## src/dcache_pkg.sv

```systemverilog
package dcache_pkg;

    // cache geometry
    localparam int WAY_NUM        = 2;
    localparam int WAY_ID_WIDTH   = 1;
    localparam int LINE_NUM       = 16;
    localparam int INDEX_WIDTH    = 4;
    localparam int OFFSET_WIDTH   = 4;
    localparam int WORDS_PER_LINE = 4;
    localparam int TAG_WIDTH      = 32 - INDEX_WIDTH - OFFSET_WIDTH;
    localparam int LINE_WIDTH     = 128;

    // request op codes
    localparam logic OP_READ  = 1'b0;
    localparam logic OP_WRITE = 1'b1;

    // controller states
    localparam logic [2:0] ST_IDLE    = 3'd0;
    localparam logic [2:0] ST_LOOKUP  = 3'd1;
    localparam logic [2:0] ST_MISS    = 3'd2;
    localparam logic [2:0] ST_REPLACE = 3'd3;
    localparam logic [2:0] ST_REFILL  = 3'd4;

    // upper offset bits select the word within the line
    typedef union packed {
        logic [31:0] word;
        struct packed {
            logic [TAG_WIDTH-1:0]    tag;
            logic [INDEX_WIDTH-1:0]  index;
            logic [OFFSET_WIDTH-1:0] offset;
        } f;
    } cache_addr_t;

endpackage

```

## src/dcache_req_stage.sv

```systemverilog
module dcache_req_stage
    import dcache_pkg::*;
(
    input  logic                   clk,
    input  logic                   resetn,

    input  logic                   valid,
    input  logic                   op,
    input  cache_addr_t            addr,
    input  logic [3:0]             wstrb,
    input  logic [31:0]            wdata,
    input  logic                   ready,
    output logic                   addr_ok,

    output logic [INDEX_WIDTH-1:0] way_index,
    output logic [TAG_WIDTH-1:0]   way_tag,

    output logic                   lookup_valid,
    output logic                   req_op,
    output cache_addr_t            req_addr,
    output logic [3:0]             req_wstrb,
    output logic [31:0]            req_wdata
);

    assign addr_ok = valid & ready;

    // one lookup cycle follows every accepted request
    always_ff @(posedge clk) begin
        if (!resetn) begin
            lookup_valid <= 1'b0;
        end else begin
            lookup_valid <= addr_ok;
        end
    end

    always_ff @(posedge clk) begin
        if (addr_ok) begin
            req_op    <= op;
            req_addr  <= addr;
            req_wstrb <= wstrb;
            req_wdata <= wdata;
        end
    end

    // incoming index on acceptance so the way read lands in the lookup cycle,
    // otherwise keep the held set addressed for victim capture
    assign way_index = addr_ok ? addr.f.index : req_addr.f.index;

    assign way_tag = req_addr.f.tag;

endmodule

```

## config.mk

```make
export PLATFORM = sky130hd
export DESIGN_NAME = dcache_req_stage
export DESIGN_NICKNAME = d
export VERILOG_FILES = /design/src/dcache_pkg.sv /design/src/dcache_req_stage.sv
export SDC_FILE = /design/constraint.sdc
export NUM_CORES = 1
export LEC_CHECK = 0
export BUFFER_PORTS_ARGS = -buffer_cell sky130_fd_sc_hd__buf_2
export CAP_MARGIN = 20
export CELL_PAD_IN_SITES_DETAIL_PLACEMENT = 1
export CELL_PAD_IN_SITES_GLOBAL_PLACEMENT = 1
export CORE_MARGIN = 1
export CORE_UTILIZATION = 33
export DETAILED_ROUTE_END_ITERATION = 12
export GPL_TIMING_DRIVEN = 1
export PLACE_DENSITY_LB_ADDON = 0.05
export SLEW_MARGIN = 30
export SYNTH_ARGS = -nofsm -noshare
export SYNTH_HDL_FRONTEND = slang
export SYNTH_SLANG_ARGS = --single-unit
```

## constraint.sdc

```tcl
create_clock -name clk -period 3.5 [get_ports clk]
set_clock_uncertainty 0.2 [all_clocks]
set_input_delay 0.35 -clock clk [delete_from_list [all_inputs] [get_ports clk]]
set_output_delay 0.35 -clock clk [all_outputs]
set_load 0.02 [all_outputs]
```

==> out/results.ini <==
[critical_path]
startpoint_type=primary input
crit_required_ns=2.95
crit_path_max_fanout=2
crit_path_end_kind=output port
crit_arrival_ns=1.43
critical_path_class=in -> out

[pwr]
leakage_uw=0.001752
peakVddDrop_v=0.0002709
powerDensity_nw_per_um2=481.2
totalPowerFinal_uw=1936

[timing]
setup_tns_ns=0
worstMarginPinSlew_ns=0.6876
period_needed_ns=1.984
hold_viol_final=0
period_share_pct=56.70
rsz0062_at_grt=false
setup_viol=0
timing.hold.ws_ns=0.01829
slew_headroom_pct=54.09
fmax_ghz=0.5039
final_max_slew_viol_count=0

[global_routing]
grt_use_met3_pct=5.524
grt_max_degree=39
grt-ovfl-total=0
grt_util_all_layers_pct=17.27
grtUsageMet1_pct=15.71
antenna_found_initial=0
busiest_layer=met2
met2_usage_pct=34.70
grt_pass1_wl_um=9370
grt_pass1_vias=1912

[synth]
yosysMostFrequentCell=edfxtp_1
avgSynthCellArea_um2=23.26
syn-num-nets=174
synthCells=101
synth-seq-area-share_pct=89.03
synth_area_leader_cell=edfxtp_1
synth_edf_count=69
synthArstFlopShare_pct=0
ys.warnings.count=0
synthTopCellsByCount=edfxtp_1, buf_4, mux2_4
synth_top_area_share_pct=88.18
ys.flop_type=edfxtp_1
ys_ff_latch=70
netlist_area_um2=2350
ys_top_cells_by_area=edfxtp_1, buf_4, mux2_4
yosysUniqueCellTypes=7

[clock_network]
cts_buffers=9
clock-sinks=70
htreeDepth=3
root_buffer=clkbuf_8
clkTransAtPathRegs_ns=0.07
cts_tree=yes
clk_path_buf_depth=2
cts_setup_buffers=0

[finish]
instances_no_fill=427
diodes=0
drive_gt1_share_pct=58.91
area_delta_synth_final_pct=71.25
final_util_pct=58.90
nets=399

[status]
status=finished clean

[hold_path]
holdPathStages=1
min_path_type=in -> reg
min_from=addr[7]
min_to=req_addr[7]$_DFFE_PP_

[floorplan]
rows=30
pin_count=172
die_w_um=86.38
initial_utilization_pct=34.40
core_um2=6832
dieArea_um2=7462
dieHeight_um=86.38

[detailed_routing]
vias=1732
drtAntennaViolNets=0
initialDrtViolationCount=48
routed_wl_um=6287
vias_per_cell=4.056
firstDrtPassIters=3
drc_errors=0
drt-wirelength-per-cell_um=14.72

[placement]
io_buffers=171
gp_routability_congestion=0.6601
post-dp-hpwl_um=3917
dpl.cell_count=345

[flow_run]
timing.max_cap.violations=0

worst max-delay path by stage:
stage / slack, ns / to / cells after the start / from
4_1_cts: 1.52 / way_index[1] / 4 / addr[5]
2_1_floorplan: 0.95 / req_addr[0]$_DFFE_PP_ / 2 / valid
6_report: 1.52 / way_index[1] / 4 / addr[5]
3_5_place_dp: 1.52 / req_addr[29]$_DFFE_PP_ / 4 / valid
5_1_grt: 1.44 / addr_ok / 4 / valid
3_3_place_gp: 1.55 / req_addr[29]$_DFFE_PP_ / 4 / valid
kinds of logic after synthesis:
| logic type | after synthesis | share of synthesized area (%) |
|---|---|---|
| AND/OR/NAND/NOR | 2 | 0.5860 |
| flip-flops | 70 | 89.03 |
| buffers and inverters | 25 | 7.827 |
| multiplexers | 4 | 2.556 |
critical path: stages:
cell	delay, ns
dlygate4sd3_1	0.54
buf_2	0.13
mux2_4	0.26
buf_2	0.16
layout make-up:
type	instances	area, um2
Clock buffer	9	123.9
Clock inverter	7	73.82
Fill cell	714	2808
Inverter	1	3.754
Multi-Input combinational cell	6	73.82
Sequential cell	70	2092
Tap cell	96	120.1
Timing Repair Buffer	238	1536
stage by stage:
| step | area [um2] | setup slack, ns |
|---|---|---|
| 3_5_place_dp | 3166 | 1.525 |
| 5_1_grt | 4024 | 1.444 |
| 6_report | 4024 | 1.516 |
| 4_1_cts | 4024 | 1.516 |
| 2_1_floorplan | 2350 | 0.9471 |
| 3_3_place_gp | 3166 | 1.545 |
state kept, by name (all words and copies together), names as in the netlist:
| signal | cells |
|---|---|
| req_addr | 32 |
| req_wdata | 32 |
| req_wstrb | 4 |
| lookup_valid | 1 |
| req_op | 1 |
cell usage in the layout (no fill, tap or decap):
master           n
clkinv_2         1
buf_2          171
nand2_2          1
clkinvlp_4       4
bufinv_16        1
inv_2            1
edfxtp_1        69
and3_2           1
dfxtp_1          1
buf_12           1
dlygate4sd3_1   66
mux2_4           4
inv_6            1
clkbuf_8         9
where the power goes:
group	total (uW)	internal, uW	switching, uW	leakage [uW]
clock network	632	330	302	0.0000879
registers	1000	983	17.5	0.000656
logic	304	134	170	0.00101
repair_timing:
| action | in CTS | in global routing |
|---|---|---|
| resized for setup | 0 | 0 |
| endpoints found under the hold margin | 66 | 0 |
| setup endpoints to repair | 0 | 0 |
| hold buffers | 66 | 0 |
metal layers:
layer,vias up,wire [um]
met1,824,1999
met4,0,40
met3,5,522
met2,95,3724
li1,808,-
met5,-,0
(Power assumes the default switching activity.)
