## config.mk

```make
export PLATFORM = sky130hd
export DESIGN_NAME = dcache_way
export DESIGN_NICKNAME = d
export VERILOG_FILES = /design/src/dcache_pkg.sv /design/src/dcache_way.sv
export SDC_FILE = /design/constraint.sdc
export NUM_CORES = 2
export LEC_CHECK = 0
export BUFFER_PORTS_ARGS = -buffer_cell sky130_fd_sc_hd__buf_2
export CAP_MARGIN = 20
export CELL_PAD_IN_SITES_DETAIL_PLACEMENT = 1
export CELL_PAD_IN_SITES_GLOBAL_PLACEMENT = 1
export CORE_MARGIN = 2
export CORE_UTILIZATION = 48
export DETAILED_ROUTE_END_ITERATION = 12
export GPL_TIMING_DRIVEN = 0
export PLACE_DENSITY_LB_ADDON = 0.15
export SYNTH_ARGS = -nofsm -noshare
export SYNTH_HDL_FRONTEND = slang
export SYNTH_SLANG_ARGS = --single-unit
```

## constraint.sdc

```tcl
create_clock -name clk -period 37 [get_ports clk]
set_input_delay 7.4 -clock clk [delete_from_list [all_inputs] [get_ports clk]]
set_output_delay 7.4 -clock clk [all_outputs]
set_load 0.1 [all_outputs]
```

## src/dcache_pkg.sv

```systemverilog
package dcache_pkg;

    // cache geometry
    localparam int WAY_NUM        = 2;
    localparam int WAY_ID_WIDTH   = 1;
    localparam int LINE_NUM       = 16;
    localparam int INDEX_WIDTH    = 4;
    localparam int OFFSET_WIDTH   = 4;
    localparam int WORDS_PER_LINE = 4;
    localparam int TAG_WIDTH      = 32 - INDEX_WIDTH - OFFSET_WIDTH;
    localparam int LINE_WIDTH     = 128;

    // request op codes
    localparam logic OP_READ  = 1'b0;
    localparam logic OP_WRITE = 1'b1;

    // controller states
    localparam logic [2:0] ST_IDLE    = 3'd0;
    localparam logic [2:0] ST_LOOKUP  = 3'd1;
    localparam logic [2:0] ST_MISS    = 3'd2;
    localparam logic [2:0] ST_REPLACE = 3'd3;
    localparam logic [2:0] ST_REFILL  = 3'd4;

    // upper offset bits select the word within the line
    typedef union packed {
        logic [31:0] word;
        struct packed {
            logic [TAG_WIDTH-1:0]    tag;
            logic [INDEX_WIDTH-1:0]  index;
            logic [OFFSET_WIDTH-1:0] offset;
        } f;
    } cache_addr_t;

endpackage

```

## src/dcache_way.sv

```systemverilog
module dcache_way
    import dcache_pkg::*;
(
    input  logic                   clk,
    input  logic                   resetn,

    input  logic [INDEX_WIDTH-1:0] rd_index,
    input  logic [TAG_WIDTH-1:0]   cmp_tag,
    output logic                   hit,
    output logic [LINE_WIDTH-1:0]  rd_line,
    output logic [TAG_WIDTH-1:0]   rd_tag,
    output logic                   rd_dirty,

    input  logic                   we,
    input  logic [INDEX_WIDTH-1:0] wr_index,
    input  logic [TAG_WIDTH-1:0]   wr_tag,
    input  logic [LINE_WIDTH-1:0]  wr_line,
    input  logic                   wr_dirty
);

    logic [TAG_WIDTH-1:0]  tag_mem  [LINE_NUM];
    logic [LINE_WIDTH-1:0] data_mem [LINE_NUM];
    logic [LINE_NUM-1:0]   valid_bits;
    logic [LINE_NUM-1:0]   dirty_bits;
    logic                  valid_q;
    logic                  dirty_q;

    always_ff @(posedge clk) begin
        if (we) begin
            tag_mem[wr_index]  <= wr_tag;
            data_mem[wr_index] <= wr_line;
        end
    end

    always_ff @(posedge clk) begin
        if (!resetn) begin
            valid_bits <= '0;
            dirty_bits <= '0;
        end else if (we) begin
            valid_bits[wr_index] <= 1'b1;
            dirty_bits[wr_index] <= wr_dirty;
        end
    end

    // registered read port
    always_ff @(posedge clk) begin
        rd_tag  <= tag_mem[rd_index];
        rd_line <= data_mem[rd_index];
    end

    always_ff @(posedge clk) begin
        if (!resetn) begin
            valid_q <= 1'b0;
            dirty_q <= 1'b0;
        end else begin
            valid_q <= valid_bits[rd_index];
            dirty_q <= dirty_bits[rd_index];
        end
    end

    assign hit = valid_q && (rd_tag == cmp_tag);

    // victim needs write-back
    assign rd_dirty = valid_q & dirty_q;

endmodule

```

==> results.json <==
{
  "timing.final.crit_period_ns": 16.58,
  "layout-drive-gt1-share": 0.3358,
  "maxSlewHeadroom": 0.2446,
  "tightest_slew_ns": 1.133,
  "yosysWarnings": 0,
  "end_kind": "primary output",
  "yosys-top-cells-count": "edfxtp_1, mux4_2, a22oi_1",
  "grtUsageTotal": 0.2498,
  "post_cts_buffers": 0,
  "cp_data_required_time_ns": 29.60,
  "dr_total_vias": 46200,
  "fillers": 16546,
  "netlist_area_sq_um": 95500,
  "cts-resized-gates": 0,
  "min_to": "valid_bits[1]",
  "synth_ff_type": "edfxtp_1",
  "multi_input_comb_area_sq_um": 17780,
  "cp_common_cell": "buf_2",
  "reg2reg_slack_ns": 35.37,
  "ys_top_cells_by_area": "edfxtp_1, mux4_2, dfxtp_1",
  "die_h_um": 450.0,
  "drt-wirelength-per-cell_um": 32.08,
  "first_global_vias": 49477,
  "fin_util": 0.5708,
  "crit_arrival_ns": 9.18,
  "htree_levels": 5,
  "syn_area_per_cell_sq_um": 23.69,
  "path_delay_family": "XOR/XNOR gates",
  "hold_class": "reg2reg",
  "gr-total-overflow": 0,
  "ioPinCount": 342,
  "synth_top_cell_by_area": "edfxtp_1",
  "switching_share": 0.2280,
  "crit_chain": "buf_2 -> xnor2_2 -> nand4_1 -> nor4_1 -> buf_2",
  "dr.pass1.iters": 7,
  "p_total_mw": 6.465,
  "r2r_end": "rd_tag[2]",
  "globalplace.congestion": 0.7378,
  "start_kind": "input pin",
  "pwr-share-clk": 0.411,
  "die_w_um": 450.0,
  "drt-vias-per-instance": 5.918,
  "path_clk_slew_ns": 0.06,
  "fmax_mhz": 60.32,
  "yosysSeqAreaShare": 0.8037,
  "crit_buf_inv": 2,
  "postRouteAntennaNets": 0,
  "ys_types": 35,
  "final_area_sq_um": 112800,
  "die_area_sq_um": 202500,
  "crit_path_max_incr_delay_ns": 0.71,
  "place_hpwl_um": 166200,
  "r2r-start": "tag_mem[12][2]",
  "drtIter0Drc": 4582,
  "clk_latency_ns": 0.91,
  "combPwrFrac": 0.072,
  "grt_pass1_wl_um": 361700,
  "drc": 0,
  "cts_tree": "built",
  "initial_core_util": 0.4832,
  "p_sw_mw": 1.474,
  "numCtsBuffers": 286,
  "grt_setup_unrepaired": "no",
  "synth_edf_count": 2432,
  "totalWireLength_um": 250500,
  "holdPathStages": 1,
  "met1_usage": 0.3284,
  "numPlacedInstances": 7291,
  "ff2ff_path_depth": 3,
  "cts_buffer_depth": 4,
  "power.density_nw_per_um2": 57.31,
  "finalHoldViolations": 0,
  "power_frac_seq": 0.516,
  "dpl-instance-area_sq_um": 104100,
  "seq_area_sq_um": 76750,
  "status": "completed",
  "clock-root-buffer": "clkbuf_16",
  "gr-usage-met3": 0.03938,
  "power.internal_mw": 4.990,
  "antenna_found_initial": 64,
  "ctsHoldBuffers": 0,
  "finalNonFillerCells": 7807,
  "syn_nets": 4219,
  "period_share": 0.4480,
  "drv_cap": 0,
  "netlist.area_leader.share": 0.7647,
  "synth.most_common_cell": "edfxtp_1",
  "cts.sinks": 2618,
  "synth-seq-cells": 2618,
  "synthArstFlopShare": 0,
  "min_from": "valid_bits[1]",
  "use_met2": 0.4274,
  "final_nets": 5128,
  "setup_violations": 0,
  "maxSlewViolCount": 0,
  "io_buffer_count": 337,
  "grt_max_degree": 25,
  "leakage_nw": 36.92,
  "core_area_sq_um": 197600,
  "synth_cells": 4031,
  "area_growth_syn_to_layout_pct": 18.11,
  "fin_skew_ns": 0.03610,
  "top_usage_layer": "met2",
  "cpMaxStageDelayCell": "xnor2_2",
  "row_count": 163,
  "crit_fanout": 2,
  "crit_type": "in2out",
  "vdd_drop_max_uv": 43.60
}
[sequential cells by signal, indices dropped and copies added (netlist names)]
| signal | flops |
|---|---|
| dirty_q | 1 |
| valid_q | 1 |
| tag_mem | 384 |
| valid_bits | 16 |
| rd_tag | 24 |
| rd_line | 128 |
| data_mem | 2048 |
| dirty_bits | 16 |
[how the worst max path moves through the flow]
| stage | start | slack, ns | depth (start not counted) | to |
|---|---|---|---|---|
| CTS | cmp_tag[8] | 20.39 | 5 | hit |
| global route | cmp_tag[8] | 20.44 | 5 | hit |
| floorplan | wr_index[2] | 13.62 | 4 | dirty_bits[0] |
| global placement | wr_index[1] | -5.87 | 4 | dirty_bits[0] |
| detailed placement | cmp_tag[8] | 20.39 | 5 | hit |
| finish | cmp_tag[8] | 20.42 | 5 | hit |
[metal layers]
metal  share of wire  vias up
met5         0.00085        -
met1            0.40    25036
met4           0.035       32
met3           0.054      486
li1                -    19072
met2            0.51     1574
[metrics by stage]
stage                      TNS, ns  setup slack (ns)  hold slack (ns)
after floorplan                  0             13.62           0.4352
after global placement    -1628.32            -5.866           0.4413
after detailed placement         0             20.39           0.4540
after CTS                        0             20.39           0.4675
after global routing             0             20.44           0.4845
final                            0             20.42           0.4681
[layout make-up]
type	instances	share of cell area
Clock inverter	84	0.005058
Multi-Input combinational cell	1201	0.1577
Inverter	1	0.00003328
Sequential cell	2618	0.6805
Timing Repair Buffer	621	0.04615
Antenna cell	24	0.0005325
Buffer	211	0.009473
Clock buffer	407	0.07134
Tap cell	2640	0.02928
[cell families (layout without fill, tap and decap cells)]
group | Yosys count | after routing | synth area share
and+or+nand+nor | 191 | 191 | 0.008647
other | 0 | 24 | 0
xor gates and xnor gates | 24 | 24 | 0.002201
buffers and inverters | 212 | 1324 | 0.01119
muxes | 646 | 646 | 0.1479
AOI/OAI and AO/OA | 340 | 340 | 0.02632
DFF | 2618 | 2618 | 0.8037
[cell usage in the layout, fill, tap and decap left out, types with 32 or more instances in the layout]
master / instances
dfxtp_1: 186
clkbuf_8: 35
clkinv_2: 32
mux4_2: 612
mux2i_1: 32
buf_12: 41
clkinv_1: 36
buf_2: 405
buf_4: 69
nand2_1: 119
edfxtp_1: 2432
buf_6: 173
a22oi_1: 212
clkbuf_16: 290
o22ai_1: 44
clkbuf_1: 185
[power groups by stage]
stage	Sequential, mW	Clock [mW]	Combinational (mW)
floorplan	3.54	0	0.163
global placement	3.42	0	0.452
detailed placement	3.40	0	0.473
CTS	3.34	2.70	0.475
global route	3.34	2.81	0.492
finish	3.34	2.66	0.469
(Power assumes the default switching activity.)
