## config.mk

```make
export PLATFORM = sky130hd
export DESIGN_NAME = dcache_ctrl
export DESIGN_NICKNAME = d
export VERILOG_FILES = /design/src/dcache_pkg.sv /design/src/dcache_ctrl.sv
export SDC_FILE = /design/constraint.sdc
export NUM_CORES = 1
export LEC_CHECK = 0
export BUFFER_PORTS_ARGS = -buffer_cell sky130_fd_sc_hd__buf_2
export CAP_MARGIN = 20
export CORE_AREA = 2 2 316 318
export DETAILED_ROUTE_END_ITERATION = 8
export DIE_AREA = 0 0 318 320
export PLACE_DENSITY = 0.51
export RECOVER_POWER = 100
export SLEW_MARGIN = 20
export SYNTH_ARGS = -nofsm -noshare
export SYNTH_HDL_FRONTEND = slang
export SYNTH_SLANG_ARGS = --single-unit
```

## constraint.sdc

```tcl
create_clock -name clk -period 10.27 [get_ports clk]
set_input_delay 2.054 -clock clk [delete_from_list [all_inputs] [get_ports clk]]
set_output_delay 2.054 -clock clk [all_outputs]
set_load 0.005 [all_outputs]
```

## src/dcache_pkg.sv

```systemverilog
package dcache_pkg;

    // cache geometry
    localparam int WAY_NUM        = 2;
    localparam int WAY_ID_WIDTH   = 1;
    localparam int LINE_NUM       = 16;
    localparam int INDEX_WIDTH    = 4;
    localparam int OFFSET_WIDTH   = 4;
    localparam int WORDS_PER_LINE = 4;
    localparam int TAG_WIDTH      = 32 - INDEX_WIDTH - OFFSET_WIDTH;
    localparam int LINE_WIDTH     = 128;

    // request op codes
    localparam logic OP_READ  = 1'b0;
    localparam logic OP_WRITE = 1'b1;

    // controller states
    localparam logic [2:0] ST_IDLE    = 3'd0;
    localparam logic [2:0] ST_LOOKUP  = 3'd1;
    localparam logic [2:0] ST_MISS    = 3'd2;
    localparam logic [2:0] ST_REPLACE = 3'd3;
    localparam logic [2:0] ST_REFILL  = 3'd4;

    // upper offset bits select the word within the line
    typedef union packed {
        logic [31:0] word;
        struct packed {
            logic [TAG_WIDTH-1:0]    tag;
            logic [INDEX_WIDTH-1:0]  index;
            logic [OFFSET_WIDTH-1:0] offset;
        } f;
    } cache_addr_t;

endpackage

```

## src/dcache_ctrl.sv

```systemverilog
module dcache_ctrl
    import dcache_pkg::*;
(
    input  logic                   clk,
    input  logic                   resetn,

    input  logic                   lookup_valid,
    input  logic                   req_op,
    input  cache_addr_t            req_addr,
    input  logic [3:0]             req_wstrb,
    input  logic [31:0]            req_wdata,
    output logic                   ready,

    input  logic [WAY_NUM-1:0]     way_hit,
    input  logic [LINE_WIDTH-1:0]  way_line [WAY_NUM],
    input  logic [TAG_WIDTH-1:0]   way_tag  [WAY_NUM],
    input  logic [WAY_NUM-1:0]     way_dirty,

    output logic [WAY_NUM-1:0]     way_we,
    output logic [INDEX_WIDTH-1:0] wr_index,
    output logic [TAG_WIDTH-1:0]   wr_tag,
    output logic [LINE_WIDTH-1:0]  wr_line,
    output logic                   wr_dirty,

    output logic                   data_ok,
    output logic [31:0]            rdata,

    output logic                   rd_req,
    output logic [31:0]            rd_addr,
    input  logic                   rd_rdy,
    input  logic                   ret_valid,
    input  logic                   ret_last,
    input  logic [31:0]            ret_data,
    output logic                   wr_req,
    output logic [31:0]            wr_addr,
    output logic [LINE_WIDTH-1:0]  wr_data,
    input  logic                   wr_rdy
);

    logic [2:0]                          state_q;
    logic [2:0]                          state;
    logic                                hit_any;
    logic [WAY_ID_WIDTH-1:0]             hit_id;
    logic [WAY_ID_WIDTH-1:0]             rr_ptr;
    logic [OFFSET_WIDTH-3:0]             word_sel;
    logic [TAG_WIDTH-1:0]                victim_tag;
    logic [LINE_WIDTH-1:0]               victim_line;
    logic [LINE_WIDTH-1:0]               refill_buf;
    logic [LINE_WIDTH-1:0]               refill_line;
    logic [LINE_WIDTH-1:0]               base_line;
    logic [LINE_WIDTH-1:0]               store_line;
    logic [$clog2(WORDS_PER_LINE)-1:0]   beat_cnt;
    logic                                rd_sent;
    logic                                refill_done;

    function automatic logic [LINE_WIDTH-1:0] merge_store(
        input logic [LINE_WIDTH-1:0]   line,
        input logic [OFFSET_WIDTH-3:0] sel,
        input logic [3:0]              strb,
        input logic [31:0]             data
    );
        logic [LINE_WIDTH-1:0] res;
        res = line;
        for (int b = 0; b < 4; b++) begin
            if (strb[b]) begin
                res[sel*32 + b*8 +: 8] = data[b*8 +: 8];
            end
        end
        return res;
    endfunction

    // the lookup cycle is whatever follows an accepted request out of idle
    assign state = (state_q == ST_IDLE && lookup_valid) ? ST_LOOKUP : state_q;

    assign word_sel    = req_addr.f.offset[OFFSET_WIDTH-1:2];
    assign hit_any     = |way_hit;
    assign refill_done = (state == ST_REFILL) && ret_valid && ret_last;

    always_comb begin
        hit_id = '0;
        for (int i = 0; i < WAY_NUM; i++) begin
            if (way_hit[i]) begin
                hit_id = i[WAY_ID_WIDTH-1:0];
            end
        end
    end

    always_ff @(posedge clk) begin
        if (!resetn) begin
            state_q <= ST_IDLE;
        end else begin
            case (state)
                ST_LOOKUP:  state_q <= hit_any ? ST_IDLE : ST_MISS;
                ST_MISS:    state_q <= way_dirty[rr_ptr] ? ST_REPLACE : ST_REFILL;
                ST_REPLACE: state_q <= wr_rdy ? ST_REFILL : ST_REPLACE;
                ST_REFILL:  state_q <= refill_done ? ST_IDLE : ST_REFILL;
                default:    state_q <= ST_IDLE;
            endcase
        end
    end

    always_ff @(posedge clk) begin
        if (!resetn) begin
            rr_ptr <= '0;
        end else if (refill_done) begin
            rr_ptr <= rr_ptr + 1'b1;
        end
    end

    // victim snapshot while the set is still addressed
    always_ff @(posedge clk) begin
        if (state == ST_MISS) begin
            victim_tag  <= way_tag[rr_ptr];
            victim_line <= way_line[rr_ptr];
        end
    end

    always_ff @(posedge clk) begin
        if (!resetn) begin
            rd_sent  <= 1'b0;
            beat_cnt <= '0;
        end else if (state != ST_REFILL) begin
            rd_sent  <= 1'b0;
            beat_cnt <= '0;
        end else begin
            if (rd_rdy) begin
                rd_sent <= 1'b1;
            end
            if (ret_valid) begin
                beat_cnt <= beat_cnt + 1'b1;
            end
        end
    end

    // current beat folded into the buffer
    always_comb begin
        refill_line = refill_buf;
        refill_line[beat_cnt*32 +: 32] = ret_data;
    end

    always_ff @(posedge clk) begin
        if (state == ST_REFILL && ret_valid) begin
            refill_buf <= refill_line;
        end
    end

    assign base_line  = (state == ST_LOOKUP) ? way_line[hit_id] : refill_line;
    assign store_line = merge_store(base_line, word_sel, req_wstrb, req_wdata);

    always_comb begin
        for (int i = 0; i < WAY_NUM; i++) begin
            way_we[i] = (state == ST_LOOKUP && req_op == OP_WRITE && way_hit[i]) ||
                        (refill_done && rr_ptr == i[WAY_ID_WIDTH-1:0]);
        end
    end

    assign wr_index = req_addr.f.index;
    assign wr_tag   = req_addr.f.tag;
    assign wr_line  = (req_op == OP_WRITE) ? store_line : base_line;
    assign wr_dirty = (req_op == OP_WRITE);

    assign ready = (state == ST_IDLE) ||
                   (state == ST_LOOKUP && hit_any && req_op == OP_READ);

    assign data_ok = (state == ST_LOOKUP && hit_any) || refill_done;
    assign rdata   = base_line[word_sel*32 +: 32];

    assign rd_req  = (state == ST_REFILL) && !rd_sent;
    assign rd_addr = {req_addr.f.tag, req_addr.f.index, {OFFSET_WIDTH{1'b0}}};
    assign wr_req  = (state == ST_REPLACE);
    assign wr_addr = {victim_tag, req_addr.f.index, {OFFSET_WIDTH{1'b0}}};
    assign wr_data = victim_line;

endmodule

```

==> impl_metrics.toml <==
[sta]
tns_ns = 0
rsz0062_at_grt = "false"
hold_viol = 0
min_period_over_period = 0.8405
max_freq_mhz = 115.8
setup_viol = 0
tightest_slew_ns = 3.900
drv_slew = 728
period_needed_ns = 8.632
clock_skew_ns = 0.02841
slew_headroom = -1.600
setup_slack_ns = 1.638

[floorplanning]
die_y_um = 320
dieArea_um2 = 101800
start_util = 0.1956
dieWidth_um = 318
rows = 115
io_pins = 803
coreArea_um2 = 97990

[clock_tree]
cts.htree.levels = 2
cts_root_buffer = "clkbuf_16"
cts_tree = "done"
cts_buffer_depth = 3
clk_latency_ns = 0.61
cts_resized = 0
clk_pin_slew_ns = 0.05
cts_hold_buf = 0
cts-buffers-inserted = 42
cts_setup_buffers = 0
cts.sinks = 287

[setup_path]
crit_required_ns = 8.22
r2r_cells = 4
cp-start-kind = "input pin"
crit_path_end_kind = "output port"
cp_max_fo = 81
arrival_ns = 6.58
setup.worst_path.class = "in -> out"

[placement]
dp.cells = 3659
place_ws_ns = 3.021
gp_congestion = 0.8378
place_hpwl_mm = 75.55
numPortBuffers = 704

[pwr]
p_seq_frac = 0.387
combPwrFrac = 0.171
intPower_mw = 2.356
leakagePower_nw = 8.394
powerDensity_nw_per_um2 = 137.0
p_total_mw = 3.339
p_clk_frac = 0.442
peakVddDrop_v = 0.0001197
p_sw_frac = 0.2946
power.switching_uw = 983.9

[global_route]
grt_pass1_vias = 17497
grt_max_degree = 82
grt_pass1_wl_mm = 138.1
antenna_found_initial = 19
track_usage = 0.1915
grt_overflow = 0

[detailed_routing]
drc = 0
wl_per_cell_um = 27.14
vias = 18027
drtIter0Drc = 1545
ant_nets = 0
wl_met1_mm = 43.72
dr.pass1.iters = 5
top_layer = "met5"
wl_met3_mm = 8.043
via_per_inst = 4.821
wirelength_mm = 101.5
dr_wl_met2_mm = 46.80

[yosys]
yosysMostFrequentCell = "edfxtp_1"
avgSynthCellArea_um2 = 10.26
synth-async-reset-ratio = 0
synth-edff-count = 280
yosysSeqAreaShare = 0.4460
yosysTopAreaCell = "edfxtp_1"
synthTopCellsByArea = "edfxtp_1 (44%), mux2_2 (9.0%), mux2i_1 (6.7%), o211ai_1 (5.6%), a31o_2 (4.4%)"
synthCells = 1869
ys_ff_latch = 287
ys_warn_count = 0
ys.flop_type = "edfxtp_1"
synthTopCellsByCount = "edfxtp_1 (280), nand2_1 (198), mux2_2 (153)"
netlist.area_leader.share = 0.4387
synth.distinct_cells = 38
synth_area_um2 = 19170

[finish]
fin_nets = 2843
fin_cells = 3739
syn2layout_area_growth_pct = 27.19
layout-drive-gt1-share = 0.3277

[min_path]
hp-class = "reg -> reg"
hold_path_depth = 2

[status]
violations = "capacitance limit, slew limit"
status = "complete, but fails checks"

[flow_run]
drv_cap = 15
[worst paths after layout]
path                start            to  slack [ns]
max reg2reg    state_q[2]   wr_data[32]        4.36
min               rd_sent       rd_sent        0.47
max          lookup_valid  wr_line[118]        1.64
min reg2reg       rd_sent       rd_sent        0.47
[placed cells by master, fill, tap and decap left out, types with 5 or more instances in the layout]
cell       instances
o21ai_0           99
clkbuf_16         43
nor2_1            10
o211ai_1         144
clkbuf_2          11
diode_2            5
nand3_1          134
nor2_4             6
mux2_1            13
nand4_1           33
buf_2            438
conb_1             8
and3_1            13
ha_1               8
o22ai_1          128
clkbuf_1         276
mux2i_1          129
o211ai_2          18
dfxtp_1            7
clkinv_2          10
buf_4             24
clkinv_1           8
nor2b_1           98
inv_1             37
edfxtp_1         280
mux2_2           140
a31o_2            96
nand2_1          198
[kinds of logic (layout without fill, tap and decap cells)]
| group | Yosys count | count (layout) | synth area share |
|---|---|---|---|
| compound gates | 490 | 490 | 0.1818 |
| xor+xnor | 2 | 2 | 0.0009141 |
| fa+ha+maj | 11 | 11 | 0.007181 |
| buf+inv | 286 | 857 | 0.07507 |
| flops | 287 | 287 | 0.4460 |
| mux | 282 | 282 | 0.1573 |
| other cells | 1 | 13 | 0.0001956 |
| simple gates | 510 | 510 | 0.1316 |
[worst max-delay path: stages]
cell      delay, ns
buf_2          0.09
or2_4          0.67
and2_0         0.61
clkbuf_1       1.40
buf_4          0.81
o21ai_0        0.42
o22ai_1        0.26
buf_2          0.15
[registers in the layout, summed over array words and instances, names as in the netlist]
| register | flops |
|---|---|
| beat_cnt | 2 |
| rd_sent | 1 |
| refill_buf | 128 |
| rr_ptr | 1 |
| state_q | 3 |
| victim_tag | 24 |
| wr_data | 128 |
[power by group through the flow]
stage / combinational [mW] / clock [mW] / sequential (mW)
finish: 0.570 / 1.48 / 1.29
global route: 0.616 / 1.56 / 1.29
CTS: 0.592 / 1.52 / 1.29
detailed placement: 0.590 / 0 / 1.32
global placement: 0.588 / 0 / 1.32
floorplan: 0.272 / 0 / 1.32
[through the flow]
stage | hold WS [ns] | cell area (um^2) | utilization
after floorplan | 0.4392 | 19190 | -
after global placement | 0.4544 | 23470 | 0.2395
after detailed placement | 0.4675 | 23470 | 0.2395
after CTS | 0.4812 | 24800 | 0.2531
after global routing | 0.5314 | 24370 | 0.2487
final | 0.4735 | 24380 | 0.2488
[area by class of cell]
class	count	area [um^2]
Clock inverter	25	229.0
Clock buffer	50	1102
Timing Repair Buffer	744	3455
Tap cell	1287	1610
Fill cell	10728	73610
Sequential cell	287	8548
Inverter	38	142.6
Multi-Input combinational cell	1303	9279
Antenna cell	5	12.51
[per-layer routing]
layer,vias to the layer above,GRT usage
li1,8183,-
met1,8808,0.2503
met2,885,0.3101
met3,141,0.04775
met4,10,0.05799
met5,-,0
(Power assumes the default switching activity.)
